`config.mk`:
```
export PLATFORM = sky130hd
export DESIGN_NAME = vseq_top
export DESIGN_NICKNAME = d
export VERILOG_FILES = /design/src/vseq_pkg.sv /design/src/vseq_hazard_table.sv /design/src/vseq_id_alloc.sv /design/src/vseq_issue_ctrl.sv /design/src/vseq_queue_cnt.sv /design/src/vseq_top.sv
export VERILOG_INCLUDE_DIRS = /design/src /design/src/include
export SDC_FILE = /design/constraint.sdc
export NUM_CORES = 1
export LEC_CHECK = 0
export BUFFER_PORTS_ARGS = -buffer_cell sky130_fd_sc_hd__buf_2
export CORE_ASPECT_RATIO = 1.5
export CORE_UTILIZATION = 45
export DETAILED_ROUTE_END_ITERATION = 12
export RECOVER_POWER = 50
export REMOVE_ABC_BUFFERS = 1
export SYNTH_ARGS = -nofsm -noshare
export SYNTH_HDL_FRONTEND = slang
export SYNTH_HIERARCHICAL = 1
export SYNTH_SLANG_ARGS = --single-unit
export TNS_END_PERCENT = 10
```
`constraint.sdc`:
```
create_clock -name clk_i -period 15.2 [get_ports clk_i]
set_input_delay 2.28 -clock clk_i [delete_from_list [all_inputs] [get_ports clk_i]]
set_output_delay 2.28 -clock clk_i [all_outputs]
set_load 0.01 [all_outputs]
```
`src/include/vseq_cfg.svh`:
```
// Vector sequencer configuration
`ifndef VSEQ_CFG_SVH
`define VSEQ_CFG_SVH

// Number of parallel vector lanes
`define VSEQ_NR_LANES 2

// Instruction IDs in flight at once
`define VSEQ_NR_VINSN 8

// Architectural vector registers
`define VSEQ_NR_VREGS 32

// Register that holds the element mask
`define VSEQ_VMASK_REG 0

// Instruction queue depth of each functional unit
`define VSEQ_ALU_DEPTH   2
`define VSEQ_MFPU_DEPTH  2
`define VSEQ_SLDU_DEPTH  1
`define VSEQ_MASKU_DEPTH 1
`define VSEQ_VLDU_DEPTH  2
`define VSEQ_VSTU_DEPTH  2

`endif

```
`src/vseq_pkg.sv`:
```
// Vector sequencer types
`include "vseq_cfg.svh"

package vseq_pkg;

  // PE order is lanes first, then load, store, slide and mask units
  localparam int unsigned nr_lanes = `VSEQ_NR_LANES;
  localparam int unsigned nr_pes   = nr_lanes + 4;
  localparam int unsigned pe_load  = nr_lanes;
  localparam int unsigned pe_store = nr_lanes + 1;
  localparam int unsigned pe_slide = nr_lanes + 2;
  localparam int unsigned pe_mask  = nr_lanes + 3;
  localparam int unsigned nr_vfus  = 6;

  typedef logic [$clog2(`VSEQ_NR_VINSN)-1:0] vid_t;
  typedef logic [`VSEQ_NR_VINSN-1:0]         vinsn_mask_t;
  typedef logic [$clog2(`VSEQ_NR_VREGS)-1:0] vreg_t;

  // Functional units, also the bit order of vfu_mask_t
  typedef enum logic [2:0] {
    VFU_ALU,
    VFU_MFPU,
    VFU_SLIDE,
    VFU_MASK,
    VFU_LOAD,
    VFU_STORE
  } vfu_e;

  typedef logic [nr_vfus-1:0] vfu_mask_t;

  typedef enum logic [2:0] {
    VADD,
    VMUL,
    VMSEQ,
    VLE,
    VSE,
    VSLIDEUP,
    VMV_X_S
  } seq_op_e;

  // Request from the dispatcher, vm set means unmasked
  typedef struct packed {
    seq_op_e op;
    vreg_t   vs1;
    logic    use_vs1;
    vreg_t   vs2;
    logic    use_vs2;
    vreg_t   vd;
    logic    use_vd;
    logic    vm;
  } seq_req_t;

  typedef struct packed {
    logic [31:0] resp;
    logic        error;
  } seq_resp_t;

  // Request broadcast to every PE
  typedef struct packed {
    vid_t        id;
    seq_op_e     op;
    vfu_e        vfu;
    vreg_t       vs1;
    logic        use_vs1;
    vreg_t       vs2;
    logic        use_vs2;
    vreg_t       vd;
    logic        use_vd;
    logic        vm;
    vinsn_mask_t hazard_vs1;
    vinsn_mask_t hazard_vs2;
    vinsn_mask_t hazard_vd;
    vinsn_mask_t hazard_vm;
  } pe_req_t;

  // One done mask per PE
  typedef logic [nr_pes-1:0][`VSEQ_NR_VINSN-1:0] pe_done_t;

  // Last reader or writer of a vector register
  typedef struct packed {
    vid_t vid;
    logic valid;
  } vreg_access_t;

  // Unit that owns the instruction
  function automatic vfu_e vseq_home_vfu(seq_op_e op);
    case (op)
      VMUL:     return VFU_MFPU;
      VMSEQ:    return VFU_MASK;
      VLE:      return VFU_LOAD;
      VSE:      return VFU_STORE;
      VSLIDEUP: return VFU_SLIDE;
      VMV_X_S:  return VFU_SLIDE;
      default:  return VFU_ALU;
    endcase
  endfunction

  // Every unit whose queue the instruction occupies
  function automatic vfu_mask_t vseq_target_vfus(seq_op_e op);
    vfu_mask_t targets;
    targets                    = '0;
    targets[vseq_home_vfu(op)] = 1'b1;
    // Compares run on the ALU and finish in the mask unit
    if (op == VMSEQ) targets[VFU_ALU] = 1'b1;
    return targets;
  endfunction

endpackage

```
`src/vseq_hazard_table.sv`:
```
// Vector register hazard table
`timescale 1ns/1ps
`include "vseq_cfg.svh"

module vseq_hazard_table (
  input  logic                  clk_i,
  input  logic                  rst_ni,
  input  vseq_pkg::seq_req_t    req_i,
  input  vseq_pkg::vinsn_mask_t running_i,
  input  logic                  issue_i,
  input  vseq_pkg::vid_t        issue_id_i,
  output vseq_pkg::vinsn_mask_t hazard_vs1_o,
  output vseq_pkg::vinsn_mask_t hazard_vs2_o,
  output vseq_pkg::vinsn_mask_t hazard_vd_o,
  output vseq_pkg::vinsn_mask_t hazard_vm_o
);
  import vseq_pkg::*;

  // Last reader and last writer of every register
  vreg_access_t [`VSEQ_NR_VREGS-1:0] read_list_q, write_list_q;
  // Same lists with retired IDs dropped
  vreg_access_t [`VSEQ_NR_VREGS-1:0] read_live, write_live;

  // Entries looked up by the pending request
  vreg_access_t wr_vs1, wr_vs2, wr_vm, wr_vd, rd_vd;

  always_comb begin
    read_live  = read_list_q;
    write_live = write_list_q;
    for (int v = 0; v < `VSEQ_NR_VREGS; v++) begin
      read_live[v].valid  &= running_i[read_list_q[v].vid];
      write_live[v].valid &= running_i[write_list_q[v].vid];
    end
  end

  assign wr_vs1 = write_live[req_i.vs1];
  assign wr_vs2 = write_live[req_i.vs2];
  assign wr_vm  = write_live[`VSEQ_VMASK_REG];
  assign wr_vd  = write_live[req_i.vd];
  assign rd_vd  = read_live[req_i.vd];

  //////////////////////////////////////////////////////////////////////
  // Hazard masks
  //////////////////////////////////////////////////////////////////////

  always_comb begin
    hazard_vs1_o = '0;
    hazard_vs2_o = '0;
    hazard_vd_o  = '0;
    hazard_vm_o  = '0;

    // RAW on each source operand
    if (req_i.use_vs1 && wr_vs1.valid) hazard_vs1_o[wr_vs1.vid] = 1'b1;
    if (req_i.use_vs2 && wr_vs2.valid) hazard_vs2_o[wr_vs2.vid] = 1'b1;
    if (!req_i.vm && wr_vm.valid) hazard_vm_o[wr_vm.vid] = 1'b1;

    // WAR, the reader of vd must not be overtaken on any operand
    if (req_i.use_vd && rd_vd.valid) begin
      hazard_vs1_o[rd_vd.vid] = 1'b1;
      hazard_vs2_o[rd_vd.vid] = 1'b1;
      hazard_vm_o[rd_vd.vid]  = 1'b1;
    end

    // WAW
    if (req_i.use_vd && wr_vd.valid) hazard_vd_o[wr_vd.vid] = 1'b1;
  end

  //////////////////////////////////////////////////////////////////////
  // List update
  //////////////////////////////////////////////////////////////////////

  always_ff @(posedge clk_i or negedge rst_ni) begin
    if (!rst_ni) begin
      read_list_q  <= '0;
      write_list_q <= '0;
    end else begin
      read_list_q  <= read_live;
      write_list_q <= write_live;
      // Issued instruction becomes the newest reader and writer
      if (issue_i) begin
        if (req_i.use_vd) write_list_q[req_i.vd] <= '{vid: issue_id_i, valid: 1'b1};
        if (req_i.use_vs1) read_list_q[req_i.vs1] <= '{vid: issue_id_i, valid: 1'b1};
        if (req_i.use_vs2) read_list_q[req_i.vs2] <= '{vid: issue_id_i, valid: 1'b1};
        if (!req_i.vm) read_list_q[`VSEQ_VMASK_REG] <= '{vid: issue_id_i, valid: 1'b1};
      end
    end
  end

endmodule

```
`src/vseq_id_alloc.sv`:
```
// Instruction ID allocator
`timescale 1ns/1ps

module vseq_id_alloc (
  input  logic                  clk_i,
  input  logic                  rst_ni,
  input  logic                  issue_i,
  input  vseq_pkg::vid_t        issue_id_i,
  input  vseq_pkg::seq_op_e     issue_op_i,
  input  logic                  issue_vm_i,
  input  vseq_pkg::pe_done_t    pe_done_i,
  output vseq_pkg::vinsn_mask_t running_o,
  output vseq_pkg::vinsn_mask_t running_next_o,
  output vseq_pkg::vid_t        next_id_o,
  output logic                  id_full_o,
  output logic                  idle_o
);
  import vseq_pkg::*;

  // Set bit means the ID still runs on that PE
  pe_done_t pe_running_d, pe_running_q;

  always_comb begin
    pe_running_d = pe_running_q;
    // Finished IDs leave their PE
    for (int pe = 0; pe < nr_pes; pe++) begin
      pe_running_d[pe] &= ~pe_done_i[pe];
    end
    if (issue_i) begin
      case (vseq_home_vfu(issue_op_i))
        VFU_LOAD:  pe_running_d[pe_load][issue_id_i] = 1'b1;
        VFU_STORE: pe_running_d[pe_store][issue_id_i] = 1'b1;
        VFU_SLIDE: pe_running_d[pe_slide][issue_id_i] = 1'b1;
        VFU_MASK:  pe_running_d[pe_mask][issue_id_i] = 1'b1;
        default: begin
          // ALU and MFPU work spreads over all lanes
          for (int l = 0; l < nr_lanes; l++) begin
            pe_running_d[l][issue_id_i] = 1'b1;
          end
        end
      endcase
      // Masked instructions also go through the mask unit
      if (!issue_vm_i) pe_running_d[pe_mask][issue_id_i] = 1'b1;
    end
  end

  always_ff @(posedge clk_i or negedge rst_ni) begin
    if (!rst_ni) begin
      pe_running_q <= '0;
    end else begin
      pe_running_q <= pe_running_d;
    end
  end

  // An ID runs while any PE holds it
  always_comb begin
    running_o      = '0;
    running_next_o = '0;
    for (int pe = 0; pe < nr_pes; pe++) begin
      running_o      |= pe_running_q[pe];
      running_next_o |= pe_running_d[pe];
    end
  end

  // Lowest free ID, scanned from the top so the last hit wins
  always_comb begin
    next_id_o = '0;
    for (int i = $bits(vinsn_mask_t) - 1; i >= 0; i--) begin
      if (!running_o[i]) next_id_o = vid_t'(i);
    end
  end

  assign id_full_o = &running_o;
  assign idle_o    = ~|running_o;

endmodule

```
`src/vseq_issue_ctrl.sv`:
```
// Sequencer issue control
`timescale 1ns/1ps

module vseq_issue_ctrl (
  input  logic                  clk_i,
  input  logic                  rst_ni,
  input  vseq_pkg::seq_req_t    req_i,
  input  logic                  req_valid_i,
  output logic                  req_ready_o,
  output vseq_pkg::seq_resp_t   resp_o,
  output logic                  resp_valid_o,
  input  vseq_pkg::vid_t        next_id_i,
  input  logic                  id_full_i,
  input  vseq_pkg::vinsn_mask_t running_next_i,
  input  vseq_pkg::vinsn_mask_t hazard_vs1_i,
  input  vseq_pkg::vinsn_mask_t hazard_vs2_i,
  input  vseq_pkg::vinsn_mask_t hazard_vd_i,
  input  vseq_pkg::vinsn_mask_t hazard_vm_i,
  input  logic                  units_ready_i,
  output logic                  issue_o,
  output vseq_pkg::vfu_mask_t   targets_o,
  output vseq_pkg::pe_req_t     pe_req_o,
  output logic                  pe_req_valid_o,
  input  logic                  pe_req_ready_i,
  input  logic [31:0]           scalar_resp_i,
  input  logic                  scalar_valid_i,
  input  logic                  addrgen_ack_i,
  input  logic                  addrgen_error_i
);
  import vseq_pkg::*;

  // WAIT holds the dispatcher until a load, store or scalar answer
  typedef enum logic {
    IDLE,
    WAIT
  } state_e;

  state_e  state_d, state_q;
  pe_req_t pe_req_d, pe_req_held;
  logic    pe_req_valid_d;
  logic    pe_stuck;
  logic    no_operands;
  logic    hazard_stall;
  logic    wait_done;
  logic    open_slot;

  assign targets_o = vseq_target_vfus(req_i.op);

  // Lane 0 has not taken the request yet
  assign pe_stuck = pe_req_valid_o && !pe_req_ready_i;

  // Held request forgets producers that have finished
  always_comb begin
    pe_req_held = pe_req_o;
    pe_req_held.hazard_vs1 &= running_next_i;
    pe_req_held.hazard_vs2 &= running_next_i;
    pe_req_held.hazard_vd  &= running_next_i;
    pe_req_held.hazard_vm  &= running_next_i;
  end

  // Without operands there is nothing to chain on
  assign no_operands  = !req_i.use_vs1 && !req_i.use_vs2 && req_i.vm;
  assign hazard_stall = (no_operands && |{hazard_vs1_i, hazard_vs2_i, hazard_vd_i, hazard_vm_i})
                     || (req_i.op == VSLIDEUP && |{hazard_vd_i, hazard_vs1_i, hazard_vs2_i});

  //////////////////////////////////////////////////////////////////////
  // Dispatcher response
  //////////////////////////////////////////////////////////////////////

  always_comb begin
    wait_done = 1'b0;
    resp_o    = '0;
    if (state_q == WAIT) begin
      // Memory ops finish at address translation
      if ((pe_req_o.op == VLE || pe_req_o.op == VSE) && addrgen_ack_i) begin
        wait_done    = 1'b1;
        resp_o.error = addrgen_error_i;
      end
      // Scalar move returns through the slide unit
      if (pe_req_o.op == VMV_X_S && scalar_valid_i) begin
        wait_done   = 1'b1;
        resp_o.resp = scalar_resp_i;
      end
    end
  end

  assign resp_valid_o = wait_done;

  // The slot reopens in the cycle that closes WAIT
  assign open_slot = (state_q == IDLE) || wait_done;

  //////////////////////////////////////////////////////////////////////
  // Accept and issue
  //////////////////////////////////////////////////////////////////////

  always_comb begin
    state_d        = wait_done ? IDLE : state_q;
    pe_req_d       = pe_req_held;
    pe_req_valid_d = pe_stuck;
    issue_o        = 1'b0;
    req_ready_o    = 1'b0;
    if (open_slot && !pe_stuck) begin
      req_ready_o = 1'b1;
      if (req_valid_i) begin
        if (units_ready_i && !id_full_i && !hazard_stall) begin
          issue_o        = 1'b1;
          pe_req_valid_d = 1'b1;
          pe_req_d       = '{
            id:         next_id_i,
            op:         req_i.op,
            vfu:        vseq_home_vfu(req_i.op),
            vs1:        req_i.vs1,
            use_vs1:    req_i.use_vs1,
            vs2:        req_i.vs2,
            use_vs2:    req_i.use_vs2,
            vd:         req_i.vd,
            use_vd:     req_i.use_vd,
            vm:         req_i.vm,
            hazard_vs1: hazard_vs1_i,
            hazard_vs2: hazard_vs2_i,
            hazard_vd:  hazard_vd_i,
            hazard_vm:  hazard_vm_i
          };
          if (req_i.op inside {VLE, VSE, VMV_X_S}) state_d = WAIT;
        end else begin
          // Stalled on a queue, on IDs or on a hazard
          req_ready_o = 1'b0;
        end
      end
    end
  end

  always_ff @(posedge clk_i or negedge rst_ni) begin
    if (!rst_ni) begin
      state_q        <= IDLE;
      pe_req_valid_o <= 1'b0;
    end else begin
      state_q        <= state_d;
      pe_req_valid_o <= pe_req_valid_d;
    end
  end

  // Request payload
  always_ff @(posedge clk_i) begin
    pe_req_o <= pe_req_d;
  end

endmodule

```
`src/vseq_queue_cnt.sv`:
```
// Functional unit queue counters
`timescale 1ns/1ps
`include "vseq_cfg.svh"

module vseq_queue_cnt (
  input  logic                clk_i,
  input  logic                rst_ni,
  input  vseq_pkg::vfu_mask_t targets_i,
  input  logic                accept_i,
  input  vseq_pkg::pe_done_t  pe_done_i,
  input  logic                alu_done_i,
  input  logic                mfpu_done_i,
  output logic                units_ready_o
);
  import vseq_pkg::*;

  // Depth per unit, in vfu_e order
  localparam int unsigned depth [nr_vfus] = '{
    `VSEQ_ALU_DEPTH,
    `VSEQ_MFPU_DEPTH,
    `VSEQ_SLDU_DEPTH,
    `VSEQ_MASKU_DEPTH,
    `VSEQ_VLDU_DEPTH,
    `VSEQ_VSTU_DEPTH
  };

  // A unit never holds more instructions than there are IDs
  localparam int unsigned cnt_w = $clog2(`VSEQ_NR_VINSN + 1);

  vfu_mask_t unit_done;
  vfu_mask_t unit_ok;

  // Lanes report ALU and MFPU completion on their own lines
  assign unit_done[VFU_ALU]   = alu_done_i;
  assign unit_done[VFU_MFPU]  = mfpu_done_i;
  assign unit_done[VFU_SLIDE] = |pe_done_i[pe_slide];
  assign unit_done[VFU_MASK]  = |pe_done_i[pe_mask];
  assign unit_done[VFU_LOAD]  = |pe_done_i[pe_load];
  assign unit_done[VFU_STORE] = |pe_done_i[pe_store];

  for (genvar i = 0; i < nr_vfus; i++) begin : gen_cnt
    logic [cnt_w-1:0] cnt_q;
    logic             cnt_up;

    assign cnt_up = accept_i & targets_i[i];

    // Up and down in one cycle cancel out
    // Mask PE also finishes masked work that never took a mask queue slot
    always_ff @(posedge clk_i or negedge rst_ni) begin
      if (!rst_ni) begin
        cnt_q <= '0;
      end else if (cnt_up && !unit_done[i]) begin
        cnt_q <= cnt_q + 1'b1;
      end else if (unit_done[i] && !cnt_up && cnt_q != '0) begin
        cnt_q <= cnt_q - 1'b1;
      end
    end

    // Units outside the target set never block
    assign unit_ok[i] = !targets_i[i] || (cnt_q < cnt_w'(depth[i]));
  end

  assign units_ready_o = &unit_ok;

endmodule

```
`src/vseq_top.sv`:
```
// Vector instruction sequencer
`timescale 1ns/1ps

module vseq_top (
  input  logic                  clk_i,
  input  logic                  rst_ni,
  // Dispatcher side
  input  vseq_pkg::seq_req_t    req_i,
  input  logic                  req_valid_i,
  output logic                  req_ready_o,
  output vseq_pkg::seq_resp_t   resp_o,
  output logic                  resp_valid_o,
  output logic                  idle_o,
  // PE side
  output vseq_pkg::pe_req_t     pe_req_o,
  output logic                  pe_req_valid_o,
  input  logic                  pe_req_ready_i,
  output vseq_pkg::vinsn_mask_t pe_vinsn_running_o,
  input  vseq_pkg::pe_done_t    pe_done_i,
  input  logic                  alu_done_i,
  input  logic                  mfpu_done_i,
  input  logic [31:0]           scalar_resp_i,
  input  logic                  scalar_valid_i,
  input  logic                  addrgen_ack_i,
  input  logic                  addrgen_error_i
);
  import vseq_pkg::*;

  vinsn_mask_t running;
  vinsn_mask_t running_next;
  vid_t        next_id;
  logic        id_full;
  vinsn_mask_t hazard_vs1, hazard_vs2, hazard_vd, hazard_vm;
  logic        units_ready;
  logic        issue;
  vfu_mask_t   targets;

  assign pe_vinsn_running_o = running;

  // Issued ID is always the lowest free one
  vseq_id_alloc id_alloc_i (
    .clk_i          (clk_i),
    .rst_ni         (rst_ni),
    .issue_i        (issue),
    .issue_id_i     (next_id),
    .issue_op_i     (req_i.op),
    .issue_vm_i     (req_i.vm),
    .pe_done_i      (pe_done_i),
    .running_o      (running),
    .running_next_o (running_next),
    .next_id_o      (next_id),
    .id_full_o      (id_full),
    .idle_o         (idle_o)
  );

  vseq_hazard_table hazard_table_i (
    .clk_i        (clk_i),
    .rst_ni       (rst_ni),
    .req_i        (req_i),
    .running_i    (running),
    .issue_i      (issue),
    .issue_id_i   (next_id),
    .hazard_vs1_o (hazard_vs1),
    .hazard_vs2_o (hazard_vs2),
    .hazard_vd_o  (hazard_vd),
    .hazard_vm_o  (hazard_vm)
  );

  vseq_queue_cnt queue_cnt_i (
    .clk_i         (clk_i),
    .rst_ni        (rst_ni),
    .targets_i     (targets),
    .accept_i      (issue),
    .pe_done_i     (pe_done_i),
    .alu_done_i    (alu_done_i),
    .mfpu_done_i   (mfpu_done_i),
    .units_ready_o (units_ready)
  );

  vseq_issue_ctrl issue_ctrl_i (
    .clk_i           (clk_i),
    .rst_ni          (rst_ni),
    .req_i           (req_i),
    .req_valid_i     (req_valid_i),
    .req_ready_o     (req_ready_o),
    .resp_o          (resp_o),
    .resp_valid_o    (resp_valid_o),
    .next_id_i       (next_id),
    .id_full_i       (id_full),
    .running_next_i  (running_next),
    .hazard_vs1_i    (hazard_vs1),
    .hazard_vs2_i    (hazard_vs2),
    .hazard_vd_i     (hazard_vd),
    .hazard_vm_i     (hazard_vm),
    .units_ready_i   (units_ready),
    .issue_o         (issue),
    .targets_o       (targets),
    .pe_req_o        (pe_req_o),
    .pe_req_valid_o  (pe_req_valid_o),
    .pe_req_ready_i  (pe_req_ready_i),
    .scalar_resp_i   (scalar_resp_i),
    .scalar_valid_i  (scalar_valid_i),
    .addrgen_ack_i   (addrgen_ack_i),
    .addrgen_error_i (addrgen_error_i)
  );

endmodule

```
---- After elaboration in Yosys (flattened, before gate mapping) ----
Cells that the tools add are included.
Widths: inputs -> output; s select.
storage, ports and cells
  register bits after elaboration ......... 390
  bits in latches ......................... 0
  memory bits (writable) .................. 0
  ROM bits ................................ 0
  input bits .............................. 111
  output and inout port bits .............. 105
  logic and storage cells ................. 707
  memories kept ........................... 0
cells by class
  $add $sub $neg .......................... 12
  multiply operators ...................... 0
  div/mod/pow operators ................... 0
  order comparisons ....................... 89
  eq/ne operators ......................... 13
  shift operators ......................... 0
  mux-type cells .......................... 226
  bitwise gates (word level) .............. 107
  reductions and logical operators ........ 104
operator list
  cell                 number
  $bwmux 128           3
  $mux 128             3
  $mux 125             3
  $lt 3x4->1 const B   70
  $bmux 1 s3           64
  $or 8x8->8           20
  $mux 32              4
  $mux 8               13
  $mux 1               89
  $and 8x8->8          10
  $bmux 4 s5           4
  $mux 4               20
  $and 1x1->1          70
  $demux 4 s5          3
  $mux 48              1
  $not 8->8            6
  $logic_and 1x1->1    43
  $reduce_or 8->1      5
  $mux 33              1
  $reduce_or 32->1     1
  $mux 3               9
  $logic_not 1->1      26
  $add 4x1->4 const B  6
  $reduce_bool 4->1    6
  23 further kinds     71

---- Longest topological paths before layout ----
Gate-level depths: netlist of run 1.
  depth after elaboration ................. 41
  gate-level depth with buffers ........... 29
  depth with buffers taken out ............ 24

---- Hierarchy ----
Netlist of run 1, hierarchy kept.
by module, submodules not included
  module             instances  cells an instance  area an instance (sq um)  seq. area each (sq um)
  vseq_hazard_table  1          1708               19481.2                   6406.1
  vseq_issue_ctrl    1          229                2640.0                    1531.5
  vseq_id_alloc      1          235                2274.7                    1201.2
  vseq_queue_cnt     1          157                1682.9                    600.6

---- Worst setup path before layout of run 1 ----
OpenSTA, ideal clock, no wires.
  kind .................................... input port to output port
  start ................................... input port req_i[3] (netlist bit)
  end ..................................... output port req_ready_o
  data arrival time ....................... 5.489 ns
  required time ........................... 12.920 ns
  path slack .............................. 7.431 ns
  cell stages on the path ................. 15
  path buffers ............................ 5
  cell sequence ........................... buf_2 -> buf_2 -> clkbuf_1 -> clkbuf_1 -> mux4_2 -> a22oi_1 -> nand4_1 -> nand4_1 -> o21ai_0 -> nor4_1 -> nand4_1 -> o22ai_1 -> clkbuf_1 -> nand2_1 -> a21oi_1
between the ends
  longest elaborated chain between the ends .. 16
  elaborated cells between the ends (all ways) .. 33
  those cells by class .................... order compare: 4; mux: 15; bitwise: 3; reduce/logical: 11
ends and longest elaborated chain
  what                                                            line                                          RTL
  from (decl)                                                     vseq_top.sv:8                                 input vseq_pkg::seq_req_t req_i,
  $bmux 4 s5 *                                                    vseq_hazard_table.sv:40                       assign rd_vd = read_live[req_i.vd];
  $mux 4 (not written as such) *                                  vseq_hazard_table.sv:40
  $lt 3x4->1 (not written as such) or $ge 3x1->1 (tied branches)  vseq_hazard_table.sv:60                       hazard_vs2_o[rd_vd.vid] = 1'b1;
  $logic_and 1x1->1 (not written as such)                         vseq_hazard_table.sv:60
  $mux 1 (not written as such)                                    vseq_hazard_table.sv:60
  $demux 1 s3                                                     --
  $or 8x8->8 (no source line)                                     --
  $mux 8 *                                                        vseq_hazard_table.sv:58                       if (req_i.use_vd && rd_vd.valid) begin
  via hazard_vs2[6]                                               vseq_top.sv:33                                vinsn_mask_t hazard_vs1, hazard_vs2, hazard_vd, hazard_vm;
  $reduce_or 32->1 or $reduce_or 24->1 (tied branches)            vseq_issue_ctrl.sv:63, vseq_issue_ctrl.sv:64
  $logic_and 1x1->1, on equally long branches                     vseq_issue_ctrl.sv:63, vseq_issue_ctrl.sv:64
  $logic_or 1x1->1 *                                              vseq_issue_ctrl.sv:64                         || (req_i.op == VSLIDEUP && |{hazard_vd_i, hazard_vs1_i, hazard_vs2_i});
  $logic_not 1->1 *                                               vseq_issue_ctrl.sv:105                        if (units_ready_i && !id_full_i && !hazard_stall) begin
  $logic_and 1x1->1 *                                             vseq_issue_ctrl.sv:105
  $mux 1 *                                                        vseq_issue_ctrl.sv:105
  $mux 1 *                                                        vseq_issue_ctrl.sv:104                        if (req_valid_i) begin
  $mux 1 *                                                        vseq_issue_ctrl.sv:102                        if (open_slot && !pe_stuck) begin
  to (decl)                                                       vseq_top.sv:10                                output logic req_ready_o,
Mark *: on every way through the listed nets, which the timed path passes. The rest lies on a longest branch. The select of a mux whose other input is x is not followed.

---- Worst setup path after layout of run 1 ----
  start ................................... input port req_i[14] (netlist bit)
  end ..................................... output port req_ready_o
between the ends
  longest elaborated chain between the ends .. 17
  elaborated cells between the ends (all ways) .. 21
  those cells by class .................... order compare: 2; mux: 9; bitwise: 1; reduce/logical: 9
ends and longest elaborated chain
  what                                                            line                                          RTL
  $bmux 4 s5 *                                                    vseq_hazard_table.sv:36                       assign wr_vs1 = write_live[req_i.vs1];
  $mux 4 (not written as such) *                                  vseq_hazard_table.sv:36
  $lt 3x4->1 (not written as such) or $ge 3x1->1 (tied branches)  vseq_hazard_table.sv:53                       if (req_i.use_vs1 && wr_vs1.valid) hazard_vs1_o[wr_vs1.vid] = 1'b1;
  $logic_and 1x1->1 (not written as such)                         vseq_hazard_table.sv:53
  $mux 1 (not written as such)                                    vseq_hazard_table.sv:53
  $demux 1 s3                                                     --
  $mux 8 *                                                        vseq_hazard_table.sv:53
  $or 8x8->8 (no source line)                                     --
  (+1 left out)                                                   --
  via hazard_vs1[1]                                               vseq_top.sv:33
  $reduce_or 32->1 or $reduce_or 24->1 (tied branches)            vseq_issue_ctrl.sv:63, vseq_issue_ctrl.sv:64
  $logic_and 1x1->1, on equally long branches                     vseq_issue_ctrl.sv:63, vseq_issue_ctrl.sv:64
  $logic_or 1x1->1 *                                              vseq_issue_ctrl.sv:64
  $logic_not 1->1 *                                               vseq_issue_ctrl.sv:105
  $logic_and 1x1->1 *                                             vseq_issue_ctrl.sv:105
  $mux 1 *                                                        vseq_issue_ctrl.sv:105
  $mux 1 *                                                        vseq_issue_ctrl.sv:104
  $mux 1 *                                                        vseq_issue_ctrl.sv:102
Marks and branches as above.

==> flow_metrics.tcl, run 1 <==
set metrics [dict create \
    status "finished with violations" \
    violations "max-capacitance violations, max-slew violations" \
    finalPower_w 0.003387 \
    ios 216 \
    vdd_drop_max_v 0.0001403 \
    area.growth.synth_to_final_pct 10.52 \
    core_um2 57030 \
    syn_inst 2329 \
    design_area_um2 28820 \
    drcViolationCount 0 \
    syn-cell-area_um2 26080 \
    crit_type "in2out" \
    worstPathMaxFanout 36 \
    mostFrequentLayoutCells "330 x dfrtp_1, 226 x mux2_2, 148 x nand2_1" \
    wl_met3_um 7062 \
    reg2reg_slack_ns 5.55 \
    grt_pass1_vias 22490 \
    die_x_um 198.6 \
    startpoint_type "input port" \
    setup_viol 0 \
    power_leakage_nw 11.79 \
    synth-seq-cells 390 \
    final_antenna_net_count 0 \
    tightestPinTransition_ns 4.000 \
    drtIter0Drc 1787 \
    path_cells "buf_2 > clkbuf_1 > inv_1 > and3_2 > nor4_1 > nor4_4 > nand3b_2 > o31ai_1 > nor4_1 > nand4_1 > o22ai_1 > buf_4 > nand2_1 > a21oi_1 > buf_2" \
    slew_viol_final 647 \
    cts-root-buf "clkbuf_16" \
    endpoint_kind "primary output" \
    whs_ns 0.4572 \
    placed_cell_area_um2 27460 \
    slew-limit-headroom -1.667 \
    firstDrtPassIters 5 \
    synth_area_per_cell_um2 11.20 \
    grt_pass1_wl_um 142200 \
    hold_viol 0 \
    gr-total-overflow 0 \
    grtUsageTotal 0.3248 \
    via_per_inst 6.713 \
    h-tree-depth 2 \
    antenna_found_initial 2 \
    maxCapViolCount 14 \
    nNetsFinal 2558 \
    crit_slowest_cell "clkbuf_1" \
    ys_seq_area_frac 0.3735 \
    wl_um 96000 \
    rsz0062_at_grt "no" \
    clock_path_buffers 3 \
    async_reset_ff_frac 0.8462 \
    io_buffers 215 \
    cts-buffers-inserted 43 \
    wl_per_cell_um 29.74 \
    grt_max_degree 74 \
    cts_num_sinks 390 \
    synth_cell_types 108 \
    clk_pin_slew_worst_paths_ns 0.06 \
    path_buf_inv 5 \
    vias 21670 \
    power_density_nw_per_um2 117.5 \
    postCtsSetupBuffers 0 \
    tritoncts "done" \
    worstPathRequired_ns 12.92 \
    yosys_warnings 6 \
    fmax_mhz 88.52 \
    dp.cells 3147 \
    ctsResizeCount 0 \
    route.met2.wl_um 47590 \
    rows 107 \
    layout_commonest_cell "dfrtp_1" \
    wl_met1_um 33470 \
    period_minus_slack_ns 11.30 \
    cp_top_family "buffers and inverters" \
    instances_no_fill 3228 \
    dp_hpwl_um 66950 \
    drive_gt1_frac 0.2739 \
    gp_congestion 0.9981 \
    highest_layer "met4" \
    crit_arrival_ns 9.02 \
    clock_skew_ns 0.03094 \
    clk_latency_ns 0.61 \
    die_h_um 296.8 \
    fin_crit_sh 0.7432 \
    synth_top_flop_cell "dfrtp_1" \
    cts-hold-fix-buffers 0 \
    hold_class "reg2reg" \
    synth_edf_count 28 \
    die-area_um2 58940 \
    tns_ns 0 \
    max_stage_delay_ns 2.18 \
    start_util 0.4573 \
]
-- metal layers --
layer / vias up / track usage
met3: 372 / 0.05859
met2: 1209 / 0.5554
li1: 9171 / -
met1: 10920 / 0.3578
met4: 0 / 0.2366
met5: - / 0
-- worst min-delay path: cells and delay by family (launching register included) --
kind / cells / cell delay, ns
flip-flops: 1 / 0.33
AND/OR/NAND/NOR: 2 / 0.09
-- area by class of cell --
cell class / instances / area (µm²)
Fill cell: 5179 / 28210
Tap cell: 763 / 954.7
Clock buffer: 54 / 1199
Timing Repair Buffer: 252 / 1221
Sequential cell: 390 / 9739
Inverter: 69 / 259.0
Antenna cell: 1 / 2.502
Clock inverter: 26 / 337.8
Multi-Input combinational cell: 1673 / 15110
-- sequential cells by signal, summed over array words and instances, names as in the netlist --
| signal | flops |
|---|---|
| issue_ctrl_i/state_q | 1 |
| issue_ctrl_i/pe_req_o | 60 |
| hazard_table_i/wr_vm | 3 |
| hazard_table_i/read_list_q | 128 |
| hazard_table_i/write_list_q | 125 |
| queue_cnt_i/gen_cnt.cnt_q | 24 |
| issue_ctrl_i/pe_req_valid_o | 1 |
| id_alloc_i/pe_running_q | 48 |
-- final timing paths --
| kind | start | endpoint | cells past startpoint |
|---|---|---|---|
| min in group asynchronous | rst_ni | issue_ctrl_i/state_q | 1 |
| worst min-delay path | hazard_table_i/read_list_q[76] | hazard_table_i/read_list_q[76] | 2 |
| worst max-delay path | req_i[14] | req_ready_o | 15 |
| worst min register to register | hazard_table_i/read_list_q[76] | hazard_table_i/read_list_q[76] | 2 |
| worst max register to register | id_alloc_i/pe_running_q[22] | issue_ctrl_i/pe_req_o[29] | 24 |
| max in group asynchronous | rst_ni | hazard_table_i/read_list_q[88] | 3 |
-- kinds of logic (layout without fill, tap and decap cells) --
| group | Yosys count | after routing | share of synthesized area |
|---|---|---|---|
| xor gates and xnor gates | 20 | 20 | 0.006717 |
| DFF | 390 | 390 | 0.3735 |
| and+or+nand+nor | 698 | 698 | 0.1524 |
| buffers and inverters | 266 | 401 | 0.04841 |
| AOI/OAI and AO/OA | 412 | 412 | 0.1116 |
| adders and majority gates | 18 | 18 | 0.009788 |
| muxes | 525 | 525 | 0.2977 |
| other | 0 | 1 | 0 |
-- power breakdown --
group | switching (W) | total (W) | leakage (nW) | internal [W]
Sequential | 0.000123 | 0.00126 | 5.05 | 0.00114
Clock | 0.000468 | 0.00114 | 0.751 | 0.000669
Combinational | 0.000571 | 0.000986 | 5.99 | 0.000415
Total | 0.00116 | 0.00339 | 11.8 | 0.00222
-- cells in the mapped netlist (all sizes together) (7+ instances only) --
cell type	instances	area, µm²
dfrtp	330	8258
mux2	229	2586
mux4	169	3892
nand2	150	565.6
mux2i	127	1284
clkbuf	107	436.7
nor2	107	401.6
o21ai	91	455.4
buf	90	566.8
and3	78	489.2
o22ai	73	456.7
inv	69	259.0
nand2b	56	350.3
a22oi	44	330.3
nand3	38	212.7
nor3b	35	277.8
a21oi	33	165.2
a31o	32	280.3
dfxtp	32	640.6
nand4	31	200.2
nor3	30	150.1
nor4	30	232.7
edfxtp	28	840.8
nor2b	25	156.4
nand3b	21	161.4
o211ai	18	148.9
or4	17	145.1
o31ai	16	120.1
or2	15	96.35
and2	14	88.84
ha	14	175.2
xnor2	14	122.6
nand4b	13	113.9
and4	11	102.6
o41ai	11	122.6
or3	10	67.56
a211oi	9	72.57
a31oi	9	71.32
o2111ai	9	78.83
o31a	8	70.07
o32ai	7	61.31
or3b	7	61.31
-- stage by stage --
step / setup slack, ns / util
6_report: 3.903 / 0.5054
5_1_grt: 3.207 / 0.5054
4_1_cts: 6.259 / 0.5085
3_5_place_dp: 6.191 / 0.4815
3_3_place_gp: 6.322 / 0.4815
2_1_floorplan: 7.506 / -
Note: power is estimated with default switching activity, not from simulation.
==> run 2: changes to the inputs <==
==> constraint.sdc (replaced) <==
create_clock -name clk_i -period 10.9 [get_ports clk_i]
set_input_delay 1.635 -clock clk_i [delete_from_list [all_inputs] [get_ports clk_i]]
set_output_delay 1.635 -clock clk_i [all_outputs]
set_load 0.01 [all_outputs]
==> run 2 against run 1 <==
Effect of this change: the flow still finishes with violations (max-capacitance violations, max-slew violations); sequential power increased by 40%; flip-flop and latch count unchanged; clock skew decreased by 0.013 ns; wire length increased by 0.94%; core utilization decreased by 0.14 points; clock power increased by 29%; via count increased by 0.84%; register-to-register slack got worse by 4.2 ns; worst setup slack got worse by 2.5 ns; combinational power increased by 41%; power increased by 36%; largest cell class unchanged.
==> flow_metrics.tcl, run 2 (synthesis results as in run 1) <==
set metrics [dict create \
    maxCapViolCount 13 \
    crit_arrival_ns 9.95 \
    whs_ns 0.4654 \
    cts-root-buf "clkbuf_16" \
    clock_path_buffers 3 \
    num_antenna_cells 0 \
    dp_hpwl_um 67690 \
    grt_max_degree 168 \
    fmax_mhz 105.2 \
    reg2reg_slack_ns 1.39 \
    setup_viol 0 \
    period_minus_slack_ns 9.507 \
    fin_crit_sh 0.8722 \
    largest_reg_flops 128 \
    hold_viol 0 \
    cts_num_sinks 390 \
    layout_commonest_cell "dfrtp_1" \
    drive_gt1_frac 0.2736 \
    firstDrtPassIters 6 \
    wl_um 96900 \
    gp_congestion 1.017 \
    tightestPinTransition_ns 6.048 \
    antenna_found_initial 2 \
    grt_pass1_wl_um 143100 \
    grt_pass1_vias 22050 \
    gr-total-overflow 0 \
    violations "max-capacitance violations, max-slew violations" \
    clk_latency_ns 0.59 \
    io_buffers 215 \
    core_um2 57030 \
    worstPathMaxFanout 36 \
    largest_register "hazard_table_i/read_list_q" \
    dp.cells 3154 \
    rows 107 \
    final_antenna_net_count 0 \
    tritoncts "done" \
    clk_pin_slew_worst_paths_ns 0.06 \
    mostFrequentLayoutCells "330 x dfrtp_1, 226 x mux2_2, 146 x mux4_2" \
    endpoint_kind "register" \
    via_per_inst 6.757 \
    power_density_nw_per_um2 160.5 \
    largestRegisters "hazard_table_i/read_list_q x128, hazard_table_i/write_list_q x125, issue_ctrl_i/pe_req_o x60" \
    die_h_um 296.8 \
    power_leakage_nw 11.76 \
    worstPathRequired_ns 11.35 \
    cts-hold-fix-buffers 0 \
    placed_cell_area_um2 27530 \
    instances_no_fill 3234 \
    ctsResizeCount 0 \
    h-tree-depth 2 \
    design_area_um2 28740 \
    hold_class "reg2reg" \
    die_x_um 198.6 \
    slew-limit-headroom -3.032 \
    nNetsFinal 2565 \
    grtUsageTotal 0.3288 \
    startpoint_type "register" \
    vdd_drop_max_v 0.0001155 \
    cts-buffers-inserted 43 \
    wl_per_cell_um 29.96 \
    finalPower_w 0.004613 \
    drcViolationCount 0 \
    area.growth.synth_to_final_pct 10.22 \
    slew_viol_final 544 \
    start_util 0.4573 \
    clock_skew_ns 0.01777 \
    postCtsSetupBuffers 0 \
    ios 216 \
    die-area_um2 58940 \
    drtIter0Drc 1653 \
    vias 21850 \
    rsz0062_at_grt "no" \
    crit_type "reg2reg" \
    tns_ns 0 \
    status "finished with violations" \
]
-- run 2: changes by cell type in the layout (fill, tap and decap cells not counted), sizes merged --
cell,delta
clkbuf,+6
clkinvlp,-1
diode,-1
inv,+1
clkinv,-2
bufinv,-3
buf,+6
-- run 2: per-layer routing --
metal  share of wire  vias up  global-route usage
met3           0.074      401             0.05098
met5         0.00013        -                   0
met1            0.35    10970              0.3702
li1                -     9192                   -
met2            0.50     1290              0.5624
met4           0.083        2              0.2330
-- run 2: metrics by stage --
step / setup slack [ns] / util
after floorplan: 3.349 / -
after global placement: 2.209 / 0.4827
after detailed placement: 2.180 / 0.4827
after CTS: 2.262 / 0.5068
after global routing: 0.8862 / 0.5040
final: 1.393 / 0.5040
-- run 2: critical path: stages (launching register included) --
cell and delay [ns]:
dfrtp_1 0.38, or4_4 0.54, or2_0 1.19, buf_4 0.67, mux4_1 0.53, nor2_1 0.10
a311oi_1 0.07, mux4_2 0.56, a211oi_2 0.33, nor4_4 0.12, nand4_1 0.14, o21ai_0 0.13
nor4_1 0.30, a21boi_1 0.17, nor4_4 0.95, nand2_2 0.67, inv_2 0.66, nand2_1 0.18
or3_1 0.79, nor2_1 0.44, mux2_2 0.38
-- run 2: path summary, 6_finish.rpt --
kind / from / to / depth (start not counted)
setup / recovery: id_alloc_i/pe_running_q[9] / hazard_table_i/write_list_q[87] / 20
hold reg to reg: hazard_table_i/read_list_q[76] / hazard_table_i/read_list_q[76] / 2
min in group asynchronous: rst_ni / queue_cnt_i/gen_cnt[1].cnt_q[0] / 1
max in group asynchronous: rst_ni / id_alloc_i/pe_running_q[33] / 2
setup reg to reg: id_alloc_i/pe_running_q[9] / hazard_table_i/write_list_q[87] / 20
hold / removal: hazard_table_i/read_list_q[76] / hazard_table_i/read_list_q[76] / 2
-- run 2: final cells by class --
class / count / area [µm²]
clock buffer: 59 / 1176
timing repair buffer: 259 / 1290
tap: 763 / 954.7
multi-input combinational: 1673 / 15120
clock inverter: 21 / 200.2
sequential: 390 / 9739
fill: 5226 / 28290
inverter: 69 / 259.0
-- run 2: where the power goes --
| group | switching [W] | total, W | internal (W) |
|---|---|---|---|
| logic | 0.000800 | 0.00139 | 0.000586 |
| clock network | 0.000637 | 0.00147 | 0.000832 |
| registers | 0.000168 | 0.00176 | 0.00159 |
| total | 0.00161 | 0.00461 | 0.00301 |
==> run 3: changes to the inputs <==
--- a/config.mk
+++ b/config.mk
@@ -8,8 +8,9 @@
 export LEC_CHECK = 0
 export BUFFER_PORTS_ARGS = -buffer_cell sky130_fd_sc_hd__buf_2
 export CORE_ASPECT_RATIO = 1.5
-export CORE_UTILIZATION = 45
+export CORE_UTILIZATION = 57
 export DETAILED_ROUTE_END_ITERATION = 12
+export PLACE_DENSITY = 0.77
 export RECOVER_POWER = 50
 export REMOVE_ABC_BUFFERS = 1
 export SYNTH_ARGS = -nofsm -noshare
==> run 3 against run 2 <==
Effect of this change: the flow still finishes with violations (max-capacitance violations, max-slew violations); non-clock buffer count decreased by 7; first-iteration DRC count grew 57%; worst setup slack better by 0.046 ns; clock skew up 0.012 ns; global-route usage increased by 6.2 points; maximum frequency increased by 0.49%; critical endpoint is now req_ready_o.
==> flow_metrics.tcl, run 3 (synthesis results as in run 1) <==
set metrics [dict create \
    status "finished with violations" \
    violations "max-capacitance violations, max-slew violations" \
    dp_hpwl_um 62530 \
    tns_ns 0 \
    largest_reg_flops 128 \
    p_sw_w 0.001566 \
    cp_top_family "buffers and inverters" \
    rows 95 \
    cts-buffers-inserted 41 \
    highest_layer "met5" \
    maxCapViolCount 12 \
    rsz0062_at_grt "no" \
    start_util 0.5804 \
    slew_viol_final 563 \
    tritoncts "done" \
    cts-hold-fix-buffers 0 \
    layout_commonest_cell "dfrtp_1" \
    path_buf_inv 5 \
    wl_met3_um 9450 \
    clock_path_buffers 3 \
    endpoint_kind "primary output" \
    grt_max_degree 176 \
    crit_type "in2out" \
    grt_pass1_vias 22300 \
    area.growth.synth_to_final_pct 9.010 \
    drive_gt1_frac 0.2699 \
    hold_viol 0 \
    fin_crit_sh 0.8680 \
    power_density_nw_per_um2 160.5 \
    pwr-share-seq 0.385 \
    cts_num_sinks 390 \
    worstPathMaxFanout 43 \
    clock_skew_ns 0.02953 \
    die-area_um2 46630 \
    largest_register "hazard_table_i/read_list_q" \
    wl_per_cell_um 29.84 \
    firstDrtPassIters 6 \
    grtUsageTotal 0.3904 \
    mostFrequentLayoutCells "330 x dfrtp_1, 226 x mux2_2, 146 x mux4_2, 146 x nand2_1, 134 x buf_2" \
    gp_congestion 1.082 \
    clk_latency_ns 0.57 \
    ios 216 \
    gr-total-overflow 0 \
    ctsResizeCount 0 \
    largestRegisters "hazard_table_i/read_list_q x128, hazard_table_i/write_list_q x125, issue_ctrl_i/pe_req_o x60" \
    vdd_drop_max_v 0.0001284 \
    grt_pass1_wl_um 136600 \
    postCtsSetupBuffers 0 \
    crit_arrival_ns 7.83 \
    p_sw_frac 0.3433 \
    pwr-share-comb 0.303 \
    setup_viol 0 \
    antenna_found_initial 8 \
    drcViolationCount 0 \
    die_x_um 176.6 \
    wl_met1_um 30460 \
    clk_pin_slew_worst_paths_ns 0.06 \
    power_leakage_nw 11.71 \
    vias 22370 \
    whs_ns 0.4612 \
    hold_class "reg2reg" \
    drtIter0Drc 2587 \
    die_h_um 264.0 \
    wl_um 90890 \
    crit_slowest_cell "clkbuf_1" \
    route.met2.wl_um 43010 \
    p_int_w 0.002996 \
    max_stage_delay_ns 2.23 \
    fmax_mhz 105.7 \
    slew-limit-headroom -1.852 \
    period_minus_slack_ns 9.461 \
    power_frac_clock 0.312 \
    h-tree-depth 2 \
    final_antenna_net_count 0 \
    tightestPinTransition_ns 4.278 \
    via_per_inst 7.344 \
    io_buffers 215 \
    cts-root-buf "clkbuf_16" \
    worstPathRequired_ns 9.27 \
    path_cells "buf_2 > clkbuf_1 > inv_1 > or2_2 > o2111ai_1 > o41ai_1 > nor4_1 > nand4b_1 > o21ai_0 > nor4_1 > nand2_1 > o22ai_1 > buf_4 > nand2_1 > a21oi_1 > buf_2" \
    core_um2 44930 \
    startpoint_type "input port" \
    nNetsFinal 2556 \
]
[run 3: cell count changes in the layout (fill, tap and decap cells not counted), sizes merged]
cell / change
inv: -4
clkbuf: +1
buf: -5
clkinvlp: -2
clkinv: -1
diode: +4
[run 3: path summary, 6_finish.rpt]
path | slack [ns] | endpoint | depth (start not counted) | startpoint
max | 1.44 | req_ready_o | 16 | req_i[8]
min | 0.46 | hazard_table_i/read_list_q[8] | 2 | hazard_table_i/read_list_q[8]
max reg2reg | 1.64 | issue_ctrl_i/pe_req_o[15] | 12 | id_alloc_i/pe_running_q[22]
min reg2reg | 0.46 | hazard_table_i/read_list_q[8] | 2 | hazard_table_i/read_list_q[8]
max in group asynchronous | 5.01 | hazard_table_i/write_list_q[115] | 3 | rst_ni
min in group asynchronous | 2.55 | id_alloc_i/pe_running_q[16] | 1 | rst_ni
[run 3: layout make-up]
cell class | count | area, µm²
fill | 3528 | 16500
multi-input combinational | 1673 | 15130
sequential | 390 | 9739
timing repair buffer | 252 | 1235
clock buffer | 62 | 1177
tap | 582 | 728.2
inverter | 69 | 260.3
clock inverter | 14 | 150.1
antenna | 4 | 10.01
[run 3: worst register-to-register path, cell delays in order, from the launching register on]
cell and delay (ns):
dfrtp_1 0.34, nor2_1 0.05, and3_1 0.20, inv_2 0.52, clkbuf_1 1.79, a21boi_0 0.96
o21ai_4 0.59, clkbuf_1 2.70, nand4_1 0.99, o22ai_1 0.49, nor3_1 0.11, nand3b_1 0.28
a31o_1 0.19
[run 3: power by group through the flow]
stage	clock network (W)	logic, W	registers, W
global route	0.00149	0.00146	0.00177
floorplan	0	0.000876	0.00174
CTS	0.00144	0.00135	0.00175
detailed placement	0	0.00134	0.00178
finish	0.00142	0.00138	0.00176
global placement	0	0.00129	0.00176
[run 3: metrics by stage]
step	util	setup WS (ns)	power, W	std cells	area [µm²]
final	0.6327	1.439	0.004563	3046	28430
after global routing	0.6327	1.220	0.004729	3046	28430
after CTS	0.6358	3.023	0.004535	3042	28560
after detailed placement	0.6062	2.555	0.003116	2966	27240
after global placement	0.6062	2.859	0.003054	2966	27240
after floorplan	-	3.349	0.002611	2132	25080
[run 3: per-layer routing]
metal | track usage | vias to the layer above
li1 | - | 9189
met1 | 0.4542 | 11050
met2 | 0.6296 | 1672
met3 | 0.08161 | 455
met4 | 0.2968 | 6
met5 | 0 | -
